### config.mk
export PLATFORM = sky130hd
export DESIGN_NAME = i51_top
export DESIGN_NICKNAME = d
export VERILOG_FILES = /design/src/logic/i51_pkg.sv /design/src/logic/i51_top.sv /design/src/logic/i51_datapath.sv /design/src/logic/i51_sequencer.sv /design/src/logic/i51_uart_tx.sv /design/src/logic/i51_code_loader.sv
export SDC_FILE = /design/constraint.sdc
export NUM_CORES = 1
export LEC_CHECK = 0
export ABC_AREA = 1
export ABC_CLOCK_PERIOD_IN_PS = 4100
export BUFFER_PORTS_ARGS = -buffer_cell sky130_fd_sc_hd__buf_2
export CAP_MARGIN = 15
export CORE_ASPECT_RATIO = 1.4
export CORE_UTILIZATION = 58
export CTS_BUF_LIST = sky130_fd_sc_hd__clkbuf_2
export DETAILED_ROUTE_END_ITERATION = 10
export PLACE_DENSITY = 0.8
export SYNTH_ARGS = -nofsm -noshare
export SYNTH_HDL_FRONTEND = slang
export SYNTH_SLANG_ARGS = --single-unit
### constraint.sdc
create_clock -name i_clk -period 4.1 [get_ports i_clk]
set_input_delay 0.205 -clock i_clk [delete_from_list [all_inputs] [get_ports i_clk]]
set_output_delay 0.205 -clock i_clk [all_outputs]
set_load 0.02 [all_outputs]
### src/logic/i51_pkg.sv
package i51_pkg;

   ////////////////////////////////////////////////////////////
   // serial timing and address map

   localparam int BIT_CYCLES = 104;                 // clocks per serial bit
   localparam int BIT_CNT_W  = $clog2(BIT_CYCLES);  // width of bit period counters
   localparam int CODE_AW    = 9;                   // 512 byte code space

   localparam logic [CODE_AW-1:0] RESET_PC = '0;

   localparam logic [15:0] TX_DATA_ADDR = 16'h0201; // movx @dptr,a sends a
   localparam logic [15:0] TX_STAT_ADDR = 16'h0200; // movx a,@dptr reads busy

   ////////////////////////////////////////////////////////////
   // state encodings

   typedef enum logic [2:0] {
      SEQ_FETCH,
      SEQ_DECODE0,
      SEQ_DECODE1,
      SEQ_DECODE2,
      SEQ_EXECUTE
   } seq_state_e;

   typedef enum logic [1:0] {RX_IDLE, RX_START, RX_DATA, RX_STOP} rx_state_e;

   typedef enum logic [1:0] {TX_IDLE, TX_START, TX_SEND} tx_state_e;

   ////////////////////////////////////////////////////////////
   // opcodes, register forms carry rn in bits 2:0

   typedef enum logic [7:0] {
      OP_LJMP     = 8'h02,  // ljmp addr16
      OP_INC_A    = 8'h04,
      OP_INC_R    = 8'h08,
      OP_DEC_A    = 8'h14,
      OP_DEC_R    = 8'h18,
      OP_ADD_AI   = 8'h24,
      OP_ADD_AR   = 8'h28,
      OP_RLC      = 8'h33,
      OP_JC       = 8'h40,
      OP_JNC      = 8'h50,
      OP_JZ       = 8'h60,
      OP_XRL_AI   = 8'h64,
      OP_MOV_AI   = 8'h74,
      OP_MOV_RI   = 8'h78,
      OP_SJMP     = 8'h80,
      OP_MOV_DPTR = 8'h90,  // mov dptr,#hi,#lo
      OP_SUBB_AI  = 8'h94,
      OP_CJNE_RI  = 8'hB8,  // cjne rn,#imm,rel
      OP_CLR_C    = 8'hC3,
      OP_MOVX_AD  = 8'hE0,
      OP_CLR_A    = 8'hE4,
      OP_MOV_AR   = 8'hE8,
      OP_MOVX_DA  = 8'hF0,
      OP_CPL_A    = 8'hF4,
      OP_MOV_RA   = 8'hF8
   } opcode_e;

   // bit 3 marks the register forms among the kept opcodes
   function automatic opcode_e base_op(input opcode_e op);
      return op[3] ? opcode_e'({op[7:3], 3'b000}) : op;
   endfunction

endpackage
### src/logic/i51_top.sv
`timescale 1ns/10ps
module i51_top import i51_pkg::*; (
   input  logic               i_clk,
   input  logic               i_nrst,
   input  logic               i_uart_rx,
   output logic               o_uart_tx,
   output logic               o_code_wr,
   output logic [CODE_AW-1:0] o_code_addr,
   output logic [7:0]         o_code_data,
   input  logic [7:0]         i_code_data
);

   logic               load_done;
   logic               ld_wr;
   logic [CODE_AW-1:0] ld_addr;
   logic [7:0]         ld_data;
   logic [CODE_AW-1:0] seq_addr;
   opcode_e            op;
   logic [7:0]         arg1;
   logic [7:0]         arg2;
   logic               exec;
   logic               branch;
   logic               tx_start;
   logic [7:0]         tx_data;
   logic               tx_busy;

   ////////////////////////////////////////////////////////////
   // code port, loader owns it until the image is complete

   assign o_code_addr = load_done ? seq_addr : ld_addr;
   assign o_code_wr   = ld_wr;
   assign o_code_data = ld_data;

   i51_code_loader i51_code_loader_i (
      .i_clk       (i_clk),
      .i_nrst      (i_nrst),
      .i_rx        (i_uart_rx),
      .o_wr        (ld_wr),
      .o_addr      (ld_addr),
      .o_data      (ld_data),
      .o_load_done (load_done)
   );

   i51_sequencer i51_sequencer_i (
      .i_clk       (i_clk),
      .i_nrst      (i_nrst),
      .i_load_done (load_done),
      .i_code_data (i_code_data),
      .i_branch    (branch),
      .o_code_addr (seq_addr),
      .o_op        (op),
      .o_arg1      (arg1),
      .o_arg2      (arg2),
      .o_exec      (exec)
   );

   i51_datapath i51_datapath_i (
      .i_clk      (i_clk),
      .i_nrst     (i_nrst),
      .i_op       (op),
      .i_arg1     (arg1),
      .i_arg2     (arg2),
      .i_exec     (exec),
      .i_tx_busy  (tx_busy),
      .o_branch   (branch),
      .o_tx_start (tx_start),
      .o_tx_data  (tx_data)
   );

   i51_uart_tx i51_uart_tx_i (
      .i_clk   (i_clk),
      .i_nrst  (i_nrst),
      .i_start (tx_start),
      .i_data  (tx_data),
      .o_tx    (o_uart_tx),
      .o_busy  (tx_busy)
   );

endmodule

### src/logic/i51_datapath.sv
`timescale 1ns/10ps
module i51_datapath import i51_pkg::*; (
   input  logic       i_clk,
   input  logic       i_nrst,
   input  opcode_e    i_op,
   input  logic [7:0] i_arg1,
   input  logic [7:0] i_arg2,
   input  logic       i_exec,
   input  logic       i_tx_busy,
   output logic       o_branch,
   output logic       o_tx_start,
   output logic [7:0] o_tx_data
);

   logic [7:0]  acc;
   logic [7:0]  regs [8];
   logic        carry;
   logic [15:0] dptr;

   opcode_e     op_base;
   logic [2:0]  r_idx;
   logic [7:0]  r_sel;
   logic [8:0]  sum;
   logic [8:0]  diff;
   logic [7:0]  acc_nxt;
   logic [7:0]  r_nxt;
   logic        c_nxt;
   logic        acc_wr;
   logic        r_wr;
   logic        c_wr;
   logic        dptr_wr;
   logic        take;

   assign op_base = base_op(i_op);
   assign r_idx   = i_op[2:0];
   assign r_sel   = regs[r_idx];

   // bit 8 is carry out for add and borrow for subb
   assign sum  = {1'b0, acc} + {1'b0, (op_base == OP_ADD_AR) ? r_sel : i_arg1};
   assign diff = {1'b0, acc} - {1'b0, i_arg1} - {8'd0, carry};

   ////////////////////////////////////////////////////////////
   // execute

   always_comb begin
      acc_nxt = acc;
      r_nxt   = r_sel;
      c_nxt   = carry;
      acc_wr  = 1'b0;
      r_wr    = 1'b0;
      c_wr    = 1'b0;
      dptr_wr = 1'b0;
      take    = 1'b0;
      case (op_base)
         OP_MOV_AI:  begin acc_nxt = i_arg1;           acc_wr = 1'b1; end
         OP_MOV_AR:  begin acc_nxt = r_sel;            acc_wr = 1'b1; end
         OP_INC_A:   begin acc_nxt = acc + 8'd1;       acc_wr = 1'b1; end  // carry kept
         OP_DEC_A:   begin acc_nxt = acc - 8'd1;       acc_wr = 1'b1; end
         OP_CLR_A:   begin acc_nxt = 8'h00;            acc_wr = 1'b1; end
         OP_CPL_A:   begin acc_nxt = ~acc;             acc_wr = 1'b1; end
         OP_XRL_AI:  begin acc_nxt = acc ^ i_arg1;     acc_wr = 1'b1; end
         OP_ADD_AI,
         OP_ADD_AR: begin
            acc_nxt = sum[7:0];
            c_nxt   = sum[8];
            acc_wr  = 1'b1;
            c_wr    = 1'b1;
         end
         OP_SUBB_AI: begin
            acc_nxt = diff[7:0];
            c_nxt   = diff[8];
            acc_wr  = 1'b1;
            c_wr    = 1'b1;
         end
         OP_RLC: begin
            acc_nxt = {acc[6:0], carry};  // rotate through carry
            c_nxt   = acc[7];
            acc_wr  = 1'b1;
            c_wr    = 1'b1;
         end
         OP_CLR_C:   begin c_nxt = 1'b0; c_wr = 1'b1; end
         OP_MOVX_AD: begin
            // only the status flag is mapped for reads
            acc_nxt = (dptr == TX_STAT_ADDR) ? {7'd0, i_tx_busy} : 8'h00;
            acc_wr  = 1'b1;
         end
         OP_MOV_RI:  begin r_nxt = i_arg1;      r_wr = 1'b1; end
         OP_MOV_RA:  begin r_nxt = acc;         r_wr = 1'b1; end
         OP_INC_R:   begin r_nxt = r_sel + 8'd1; r_wr = 1'b1; end
         OP_DEC_R:   begin r_nxt = r_sel - 8'd1; r_wr = 1'b1; end
         OP_MOV_DPTR: dptr_wr = 1'b1;
         OP_SJMP,
         OP_LJMP:    take = 1'b1;
         OP_JC:      take = carry;
         OP_JNC:     take = ~carry;
         OP_JZ:      take = (acc == 8'h00);
         OP_CJNE_RI: begin
            take  = (r_sel != i_arg1);
            c_nxt = (r_sel < i_arg1);
            c_wr  = 1'b1;
         end
         default: ;
      endcase
   end

   always_ff @(posedge i_clk or negedge i_nrst) begin
      if (!i_nrst) begin
         acc   <= '0;
         carry <= 1'b0;
         dptr  <= '0;
         for (int i = 0; i < 8; i++) regs[i] <= '0;
      end else if (i_exec) begin
         if (acc_wr)  acc         <= acc_nxt;
         if (c_wr)    carry       <= c_nxt;
         if (r_wr)    regs[r_idx] <= r_nxt;
         if (dptr_wr) dptr        <= {i_arg1, i_arg2};  // high byte first
      end
   end

   ////////////////////////////////////////////////////////////
   // branch decision and transmitter

   assign o_branch   = i_exec & take;
   assign o_tx_start = i_exec & (op_base == OP_MOVX_DA) & (dptr == TX_DATA_ADDR);
   assign o_tx_data  = acc;

endmodule

### src/logic/i51_sequencer.sv
`timescale 1ns/10ps
module i51_sequencer import i51_pkg::*; (
   input  logic               i_clk,
   input  logic               i_nrst,
   input  logic               i_load_done,
   input  logic [7:0]         i_code_data,
   input  logic               i_branch,
   output logic [CODE_AW-1:0] o_code_addr,
   output opcode_e            o_op,
   output logic [7:0]         o_arg1,
   output logic [7:0]         o_arg2,
   output logic               o_exec
);

   seq_state_e         state;
   logic [CODE_AW-1:0] pc;
   opcode_e            op_q;
   opcode_e            op_cur;
   opcode_e            op_base;
   logic [7:0]         arg1_q;
   logic [7:0]         arg2_q;
   logic [1:0]         n_args;
   logic [7:0]         rel_off;
   logic [CODE_AW-1:0] rel_target;
   logic [15:0]        abs_target;

   ////////////////////////////////////////////////////////////
   // decode

   // opcode arrives from memory during decode0, held afterwards
   assign op_cur  = (state == SEQ_DECODE0) ? opcode_e'(i_code_data) : op_q;
   assign op_base = base_op(op_cur);

   // operand bytes following the opcode
   always_comb begin
      case (op_base)
         OP_LJMP,
         OP_MOV_DPTR,
         OP_CJNE_RI:  n_args = 2'd2;
         OP_MOV_AI,
         OP_ADD_AI,
         OP_SUBB_AI,
         OP_XRL_AI,
         OP_MOV_RI,
         OP_SJMP,
         OP_JC,
         OP_JNC,
         OP_JZ:       n_args = 2'd1;
         default:     n_args = 2'd0;
      endcase
   end

   ////////////////////////////////////////////////////////////
   // branch targets, pc already points past the instruction

   assign rel_off    = (op_base == OP_CJNE_RI) ? arg2_q : arg1_q;
   assign rel_target = pc + {{(CODE_AW-8){rel_off[7]}}, rel_off};
   assign abs_target = {arg1_q, arg2_q};

   ////////////////////////////////////////////////////////////
   // state and pc

   always_ff @(posedge i_clk or negedge i_nrst) begin
      if (!i_nrst) begin
         state <= SEQ_FETCH;
         pc    <= RESET_PC;
      end else begin
         case (state)
            SEQ_FETCH: begin
               if (i_load_done) begin  // hold until the image is in
                  state <= SEQ_DECODE0;
                  pc    <= pc + 1'b1;
               end
            end
            SEQ_DECODE0: begin
               if (n_args != 2'd0) begin
                  state <= SEQ_DECODE1;
                  pc    <= pc + 1'b1;
               end else begin
                  state <= SEQ_EXECUTE;
               end
            end
            SEQ_DECODE1: begin
               if (n_args == 2'd2) begin
                  state <= SEQ_DECODE2;
                  pc    <= pc + 1'b1;
               end else begin
                  state <= SEQ_EXECUTE;
               end
            end
            SEQ_DECODE2: state <= SEQ_EXECUTE;
            default: begin
               state <= SEQ_FETCH;
               if (i_branch) begin
                  pc <= (op_base == OP_LJMP) ? abs_target[CODE_AW-1:0] : rel_target;
               end
            end
         endcase
      end
   end

   ////////////////////////////////////////////////////////////
   // instruction latches

   always_ff @(posedge i_clk) begin
      if (state == SEQ_DECODE0) op_q   <= opcode_e'(i_code_data);
      if (state == SEQ_DECODE1) arg1_q <= i_code_data;
      if (state == SEQ_DECODE2) arg2_q <= i_code_data;
   end

   assign o_code_addr = pc;
   assign o_op        = op_q;
   assign o_arg1      = arg1_q;
   assign o_arg2      = arg2_q;
   assign o_exec      = (state == SEQ_EXECUTE);

endmodule

### src/logic/i51_uart_tx.sv
`timescale 1ns/10ps
module i51_uart_tx import i51_pkg::*; (
   input  logic       i_clk,
   input  logic       i_nrst,
   input  logic       i_start,
   input  logic [7:0] i_data,
   output logic       o_tx,
   output logic       o_busy
);

   tx_state_e            state;
   logic [BIT_CNT_W-1:0] cnt;
   logic [3:0]           bit_cnt;
   logic [7:0]           shreg;
   logic                 tick;

   assign tick = (cnt == BIT_CNT_W'(BIT_CYCLES - 1));

   ////////////////////////////////////////////////////////////
   // frame sequencing

   always_ff @(posedge i_clk or negedge i_nrst) begin
      if (!i_nrst) begin
         state   <= TX_IDLE;
         cnt     <= '0;
         bit_cnt <= '0;
      end else begin
         case (state)
            TX_IDLE: begin
               cnt     <= '0;
               bit_cnt <= '0;
               if (i_start) state <= TX_START;
            end
            TX_START: begin
               cnt <= tick ? '0 : cnt + 1'b1;
               if (tick) state <= TX_SEND;
            end
            default: begin
               cnt <= tick ? '0 : cnt + 1'b1;
               if (tick) begin
                  bit_cnt <= bit_cnt + 1'b1;
                  if (bit_cnt == 4'd8) state <= TX_IDLE;  // stop bit done
               end
            end
         endcase
      end
   end

   // ones shift in behind the data and form the stop bit
   always_ff @(posedge i_clk) begin
      if (state == TX_IDLE && i_start) begin
         shreg <= i_data;
      end else if (state == TX_SEND && tick) begin
         shreg <= {shreg[6:0], 1'b1};
      end
   end

   assign o_tx = (state == TX_IDLE)  ? 1'b1 :
                 (state == TX_START) ? 1'b0 :
                                       shreg[7];  // msb first
   assign o_busy = (state != TX_IDLE);

endmodule

### src/logic/i51_code_loader.sv
`timescale 1ns/10ps
module i51_code_loader import i51_pkg::*; (
   input  logic               i_clk,
   input  logic               i_nrst,
   input  logic               i_rx,
   output logic               o_wr,
   output logic [CODE_AW-1:0] o_addr,
   output logic [7:0]         o_data,
   output logic               o_load_done
);

   logic [1:0]           rx_sync;
   logic                 rx;
   rx_state_e            state;
   logic [BIT_CNT_W-1:0] cnt;
   logic [7:0]           shreg;
   logic                 mid_start;
   logic                 full_bit;

   assign rx        = rx_sync[1];
   assign mid_start = (cnt == BIT_CNT_W'(BIT_CYCLES/2 - 1));
   assign full_bit  = (cnt == BIT_CNT_W'(BIT_CYCLES - 1));
   assign o_data    = shreg;

   ////////////////////////////////////////////////////////////
   // receiver

   always_ff @(posedge i_clk or negedge i_nrst) begin
      if (!i_nrst) rx_sync <= 2'b11;  // line idles high
      else         rx_sync <= {rx_sync[0], i_rx};
   end

   always_ff @(posedge i_clk or negedge i_nrst) begin
      if (!i_nrst) begin
         state <= RX_IDLE;
         cnt   <= '0;
         shreg <= '0;
      end else begin
         case (state)
            RX_IDLE: begin
               cnt <= '0;
               if (!rx) state <= RX_START;
            end
            RX_START: begin
               cnt <= mid_start ? '0 : cnt + 1'b1;
               if (mid_start) begin
                  state <= rx ? RX_IDLE : RX_DATA;  // glitch goes back to idle
                  shreg <= 8'h80;                   // marker walks down to bit 0
               end
            end
            RX_DATA: begin
               cnt <= full_bit ? '0 : cnt + 1'b1;
               if (full_bit) begin
                  shreg <= {rx, shreg[7:1]};        // lsb first
                  if (shreg[0]) state <= RX_STOP;   // eighth bit taken
               end
            end
            default: begin                          // stop bit
               cnt <= full_bit ? '0 : cnt + 1'b1;
               if (full_bit) state <= RX_IDLE;
            end
         endcase
      end
   end

   ////////////////////////////////////////////////////////////
   // code write and address counter

   always_ff @(posedge i_clk or negedge i_nrst) begin
      if (!i_nrst) begin
         o_wr        <= 1'b0;
         o_addr      <= '0;
         o_load_done <= 1'b0;
      end else begin
         o_wr <= (state == RX_STOP) && full_bit && !o_load_done;
         if (o_wr) begin
            o_addr <= o_addr + 1'b1;               // wraps 511 -> 0
            if (o_addr == '1) o_load_done <= 1'b1;
         end
      end
   end

endmodule

======== Word level (Yosys, flattened, before mapping) ========
Index checks and enable logic that the tools add are counted.
word-level totals
  latch bits .............................. 0
  register bits after elaboration ......... 176
  word-level logic and storage cells ...... 211
  output and inout port bits .............. 19
  memories kept ........................... 0
  input bits .............................. 11
  ROM bits ................................ 0
  memory bits (writable) .................. 0
cells by class
  bitwise operators ....................... 9
  shift-type cells ........................ 0
  multipliers ............................. 0
  reductions and logical operators ........ 37
  order comparisons ....................... 3
  equality and inequality tests ........... 64
  divide/modulo/power cells ............... 0
  $add $sub $neg .......................... 13
  mux-type cells .......................... 58
operators by type and width
  cell                                                                 number
  8-bit == test (second input constant)                                15
  8-bit by 7-bit == test with 1-bit output (second input constant)     12
  8-bit case mux with 11 select lines                                  1
  8-bit two-way mux                                                    10
  64-bit bitwise mux                                                   1
  9-bit two-way mux                                                    6
  9-bit case mux with 4 select lines                                   1
  16-bit by 10-bit == test with 1-bit output (second input constant)   2
  8-bit by 6-bit == test with 1-bit output (second input constant)     4
  8-bit case mux with 4 select lines                                   1
  7-bit two-way mux                                                    4
  8-bit binary-select mux with 3-bit select                            1
  8-bit demux with 3-bit select                                        1
  2-bit two-way mux                                                    10
  9-bit by 1-bit adder with 9-bit output (second input constant)       2
  8-bit by 1-bit adder with 8-bit output (second input constant)       2
  8-bit by 2-bit == test with 1-bit output (second input constant)     2
  8-bit by 5-bit == test with 1-bit output (second input constant)     2
  8-bit case mux with 2 select lines                                   1
  8-bit by 1-bit subtractor with 8-bit output (second input constant)  2
  7-bit by 1-bit adder with 7-bit output (second input constant)       2
  7-bit == test (second input constant)                                2
  7-bit case mux with 2 select lines                                   1
  4-bit two-way mux                                                    3
  53 further kinds                                                     96

======== Logic depth before layout (Yosys ltp) ========
  depth in word-level cells ............... 9
  depth in mapped cells ................... 24
  gate-level depth less buffers ........... 23

======== Cells and area by module ========
A second synthesis with hierarchy kept.
second synthesis, totals
  cells, all modules ...................... 1537
  area, all modules ....................... 11476.0 um^2
by module, submodules not included
  module           area each (um^2)  instances  seq. area each (um^2)  cells each
  i51_datapath     6571.3            1          2227.1                 947
  i51_sequencer    2352.3            1          940.9                  289
  i51_code_loader  1406.3            1          753.2                  152
  i51_uart_tx      1029.7            1          565.5                  120
  i51_top          116.4             1          0.0                    29

======== Least setup slack after synthesis ========
Ideal clock, no wire load.
  path type ............................... register to register
  from .................................... register i51_sequencer_i.state[0]
  to ...................................... register i51_sequencer_i.pc[6], in the netlist i51_sequencer_i.o_code_addr[6]
  data required time ...................... 3.979 ns
  period minus slack after synthesis ...... 3.110 ns
  path slack .............................. 0.990 ns
  cell stages (with the launch flop) ...... 24
  arrival time ............................ 2.989 ns
  cell sequence ........................... dfrtp_1 > inv_2 > nor2_2 > nand2_2 > buf_6 > nand2_1 > nand2_2 > nand2_1 > nor2_2 > nand2_2 > clkbuf_1 > nand2_1 > o21ai_0 > ha_1 > fa_1 > nand3_1 > nand3_1 > inv_1 > o21ai_0 > a21oi_1 > xor2_1 > nand2_1 > a21oi_1 > o21ai_2
RTL lines
  what                                                                              line                                      source
  start: declaration                                                                i51_sequencer.sv:15                       seq_state_e state;
  start signal: assignment                                                          i51_sequencer.sv:65                       state <= SEQ_FETCH;
  start signal: assignment                                                          i51_sequencer.sv:71                       state <= SEQ_DECODE0;
  start signal: assignment                                                          i51_sequencer.sv:77                       state <= SEQ_DECODE1;
  3-bit by 1-bit == test with 1-bit output (*)                                      i51_sequencer.sv:31                       assign op_cur = (state == SEQ_DECODE0) ? opcode_e'(i_code_data) : op_q;
  8-bit two-way mux (*)                                                             i51_sequencer.sv:31
  named net i51_sequencer_i.op_base[7]                                              i51_sequencer.sv:19                       opcode_e op_base;
  8-bit == test, or another cell as far along                                       i51_sequencer.sv:36, i51_sequencer.sv:56
  8-bit two-way mux, or another cell as far along                                   i51_sequencer.sv:56                       assign rel_off = (op_base == OP_CJNE_RI) ? arg2_q : arg1_q;
  9-bit adder / 2-bit case mux with 2 select lines (equally long branches)          i51_sequencer.sv:57, i51_sequencer.sv:36
  9-bit two-way mux, or another cell as far along                                   i51_sequencer.sv:95                       pc <= (op_base == OP_LJMP) ? abs_target[CODE_AW-1:0] : rel_target;
  9-bit two-way mux, or another cell as far along                                   i51_sequencer.sv:94                       if (i_branch) begin
  9-bit case mux with 4 select lines / 5-bit AND reduction (equally long branches)  n/a
  end signal: assignment                                                            i51_sequencer.sv:72                       pc <= pc + 1'b1;
  end signal: assignment                                                            i51_sequencer.sv:78                       pc <= pc + 1'b1;
  end signal: assignment                                                            i51_sequencer.sv:95
  end: declaration                                                                  i51_sequencer.sv:16                       logic [CODE_AW-1:0] pc;
The timed path passes the listed nets; every way through them passes the cells marked *. The select of a mux whose other input is x is not followed.
A chain may end at the register's enable or synchronous reset.

======== Final worst setup path ========
  from .................................... register i51_sequencer_i.state[2]
  to ...................................... register i51_sequencer_i.pc[6], in the netlist i51_sequencer_i.o_code_addr[6]
Same word-level chain as after synthesis.

==> flow_summary_export.csv <==
group,metric,value,unit
floorplanning,die_w,120,µm
timing,hold_violations,0,
clock_network,numCtsBuffers,17,
drt,wl_per_cell,17.0,µm
yosys,synth-simple-area-share,29.3,%
clock_network,clkLatencyLatePin,0.79,ns
yosys,synth_cell_types,57,
status,status,"finished clean",
drt,first_iter_violations,824,
yosys,synth_top_family_by_area,"simple AND/OR/NAND/NOR gates",
cells_and_area,areaGrowthSynthToFinish,7.68,%
yosys,synth.area.top_cells,"dfrtp_1, nand2_1, ha_1, edfxtp_1, inv_1",
yosys,synth_edf_count,24,
timing,grt_setup_unrepaired,"false",
grt,grt.overflow.total,0,
floorplanning,die_y,167,µm
critical_path,reg2reg_to,"i51_sequencer_i.o_code_addr[6]$_DFFE_PN0P_",
clock_network,clockBufferDepth,2,
floorplanning,boundaryPins,30,
yosys,synth_warnings,0,
grt,antenna_found_initial,2,
yosys,synth_compound_area_share,13.8,%
hold_path,min_path_type,"input port to flip-flop",
drt,ant_nets,0,
job,cap_viol_max_count,0,
floorplanning,core-area,18800,µm²
critical_path,cp-endpoint,"i51_sequencer_i.o_code_addr[6]$_DFFE_PN0P_",
clock_network,cts.htree.levels,4,
grt,grt_usage,32.6,%
yosys,syn_area_per_cell,7.36,µm²
placed_design,pre_cts_slack,0.527,ns
drt,routed_via_density,5.80,
timing,max_freq,273,MHz
yosys,synthFlopType,"dfrtp_1",
critical_path,r2r-start,"i51_sequencer_i.state[2]$_DFFE_PN0P_",
timing,setup_viol,0,
drt,routed_wirelength,31200,µm
critical_path,startpoint,"i51_sequencer_i.state[2]$_DFFE_PN0P_",
floorplanning,rows,59,
timing,setup_tns,0,ns
yosys,synth_top_area_share,31.6,%
critical_path,crit_fanout,16,
critical_path,startpoint_type,"flip-flop",
clock_network,ctsResizeCount,0,
clock_network,root_buffer,"clkbuf_2",
timing,finalCritPeriodShare,89.4,%
yosys,yosys_register_bits,176,
cells_and_area,fillers,1695,
cells_and_area,multi_input_area,5890,µm²
timing,finalCriticalPeriod,3.66,ns
critical_path,path_class,"flip-flop to flip-flop",
yosys,netlist_instances,1527,
placed_design,dp_hpwl,23400,µm
placed_design,globalplace.congestion,0.989,
clock_network,clock-sinks,176,
placed_design,io_buffers,29,
cells_and_area,stdcell_count,1838,
timing,finClkSkew,0.0353,ns
cells_and_area,finalNetCount,1656,
cells_and_area,seq_area,4490,µm²
timing,tightest_slew,1.07,ns
yosys,synth_fp_nets,1604,
pwr,power.density,233,nW/µm²
grt,grt_pass1_wl,51100,µm
yosys,async_flop_share,81.8,%
timing,slew_violations,0,
timing,fin_ws,0.435,ns
drt,drt_pass1_iterations,5,
pwr,vdd_drop_max,0.208,mV
yosys,synthMuxAreaShare,0.100,%
critical_path,worst-r2r-setup-slack,0.44,ns
cells_and_area,drive_above_1_share,8.79,%
timing,max_slew_margin,28.2,%
yosys,synth_area,11200,µm²
critical_path,arrival,4.38,ns
placed_design,dp_cells,1791,
grt,grt_max_degree,71,
yosys,synthAdderAreaFrac,7.75,%
drt,vias,10700,
critical_path,crit_required,4.82,ns
clock_network,postCtsSetupBuffers,0,
floorplanning,start_util,59.9,%
yosys,synth_top_area_cell,"dfrtp_1",
clock_network,cts.clk_slew.worst_paths,0.27,ns
yosys,ys_seq_area_share,39.9,%
pwr,p_leak,0.00631,µW
clock_network,tritoncts,"done",
floorplanning,dieArea,19900,µm²
drt,drc,0,
critical_path,critPathCaptureType,"flip-flop",
grt,grt_pass1_vias,10400,
critical_path,worst-r2r-cell-count,21,
yosys,yosys.area_share.xor_xnor,1.48,%
layout make-up:
type / instances / area share [%]
Tap cell: 244 / 2.52
Clock inverter: 14 / 1.41
Timing Repair Buffer: 58 / 3.46
Clock buffer: 18 / 0.744
Inverter: 197 / 6.11
Multi-Input combinational cell: 1129 / 48.6
Antenna cell: 2 / 0.0413
Sequential cell: 176 / 37.1
Yosys cell counts (2+ instances only):
cell type and n:
nor2_4 2, a22oi_1 5, a211oi_1 3, nor3_1 25, dfxtp_1 8, nor2_1 86, buf_2 5, o22ai_1 10
xor2_1 14, buf_6 3, o21ai_1 12, o221ai_1 3, xnor2_1 5, nor2_2 12, inv_2 8, a22o_1 3
o2111ai_1 7, a221oi_1 6, nand2_2 12, inv_1 189, nand3_1 95, buf_1 2, a21oi_1 73, o211ai_1 7
ha_1 60, fa_1 6, o21ai_0 112, nand2_1 499, nand3b_1 4, edfxtp_1 24, dfrtp_1 142, nor3b_1 3
dfstp_2 2, nand4_1 20, or2_2 8, o21ai_2 9, clkbuf_1 14, a31oi_1 3, nor4_1 3, o21bai_1 6
where the power goes:
part	leakage (µW)	internal, µW	total (µW)	switching [µW]
Sequential	0.00223	1770	1770	0.430
Combinational	0.00392	15.6	52.8	37.1
Clock	0.000163	310	997	687
Total	0.00631	2100	2820	724
layout by cell type, fill, tap and decap left out, drive strengths merged, types with 4 or more instances in the layout:
cell type,instances
buf,46
nand3b,5
o21ai,133
xnor2,5
clkinv,4
edfxtp,24
inv,205
o211ai,8
o2111ai,7
nor3,27
a221oi,6
dfxtp,8
dlygate4sd3,12
dfrtp,142
nand2,511
nand4,21
o22ai,10
a22oi,5
nor2,100
or2,8
clkbuf,18
fa,6
nand3,96
xor2,14
o21bai,6
a21oi,74
ha,60
worst min path at each step:
| stage | startpoint | endpoint | slack [ns] | cells past startpoint |
|---|---|---|---|---|
| finish | i_code_data[0] | i51_sequencer_i.o_arg2[0]$_DFFE_PP_ | 0.15 | 2 |
| detailed placement | i_nrst | i51_uart_tx_i.cnt[2]$_DFF_PN0_ | 0.27 | 1 |
| global placement | i_nrst | i51_uart_tx_i.cnt[2]$_DFF_PN0_ | 0.27 | 1 |
| CTS | i_code_data[0] | i51_sequencer_i.o_arg2[0]$_DFFE_PP_ | 0.13 | 2 |
| floorplan | i_nrst | i51_code_loader_i.cnt[0]$_DFF_PN0_ | -0.09 | 0 |
| global route | i_code_data[0] | i51_sequencer_i.o_arg2[0]$_DFFE_PP_ | 0.08 | 2 |
what timing repair did:
action | 4_1_cts | 5_1_grt
setup endpoints to repair | 0 | 0
endpoints found under the hold margin | 103 | 0
hold buffers | 13 | 0
state kept, by name, summed over array words and instances, names as in the netlist, 3 cells and up:
| signal | count |
|---|---|
| i51_datapath_i.regs | 64 |
| i51_datapath_i.dptr | 16 |
| i51_code_loader_i.o_addr | 9 |
| i51_sequencer_i.o_code_addr | 9 |
| i51_code_loader_i.o_data | 8 |
| i51_datapath_i.o_tx_data | 8 |
| i51_sequencer_i.o_arg1 | 8 |
| i51_sequencer_i.o_arg2 | 8 |
| i51_sequencer_i.o_op | 8 |
| i51_uart_tx_i.shreg | 8 |
| i51_code_loader_i.cnt | 7 |
| i51_uart_tx_i.cnt | 7 |
| i51_uart_tx_i.bit_cnt | 4 |
| i51_sequencer_i.state | 3 |
critical path, stage by stage, from the launching register on:
cell and delay, ns:
dfrtp_1 0.50, nor2_2 0.14, nand2_2 0.22, inv_1 0.22, nand2_1 0.09, nand2_2 0.08
nand2_1 0.08, nor2_2 0.17, nand2_2 0.19, nand2_1 0.10, o21ai_0 0.11, ha_1 0.24
fa_1 0.41, nand3_1 0.09, nand3_1 0.10, inv_1 0.10, o21ai_0 0.09, a21oi_1 0.17
xor2_1 0.19, nand2_1 0.08, a21oi_1 0.17, o21ai_2 0.08
metal layers:
layer / share of wire (%) / routed length, µm / GRT usage (%) / vias up
met1: 39 / 12200 / 38.8 / 4950
met4: 5.4 / 1700 / 18.8 / 0
li1: - / - / - / 5119
met2: 49 / 15300 / 54.9 / 454
met3: 6.6 / 2060 / 5.68 / 142
met5: 0 / 0 / 0 / -
logic make-up after synthesis:
family                   Yosys count
AND/OR/NAND/NOR                  776
AO/OA/AOI/OAI                    267
buffers and inverters            222
flip-flops                       176
adder cells (fa/ha/maj)           66
multiplexers                       1
XOR/XNOR                          19
through the flow:
step / hold WS, ns / total power [µW] / instance area (µm²) / util (%)
after floorplan: -0.0906 / 1800 / 11200 / -
after global placement: 0.267 / 1840 / 11700 / 62.4
after detailed placement: 0.268 / 1840 / 11700 / 62.4
after CTS: 0.131 / 2840 / 12100 / 64.5
after global routing: 0.0787 / 2910 / 12100 / 64.6
final: 0.151 / 2820 / 12100 / 64.6
No activity file was read; power rests on OpenSTA's default activity.
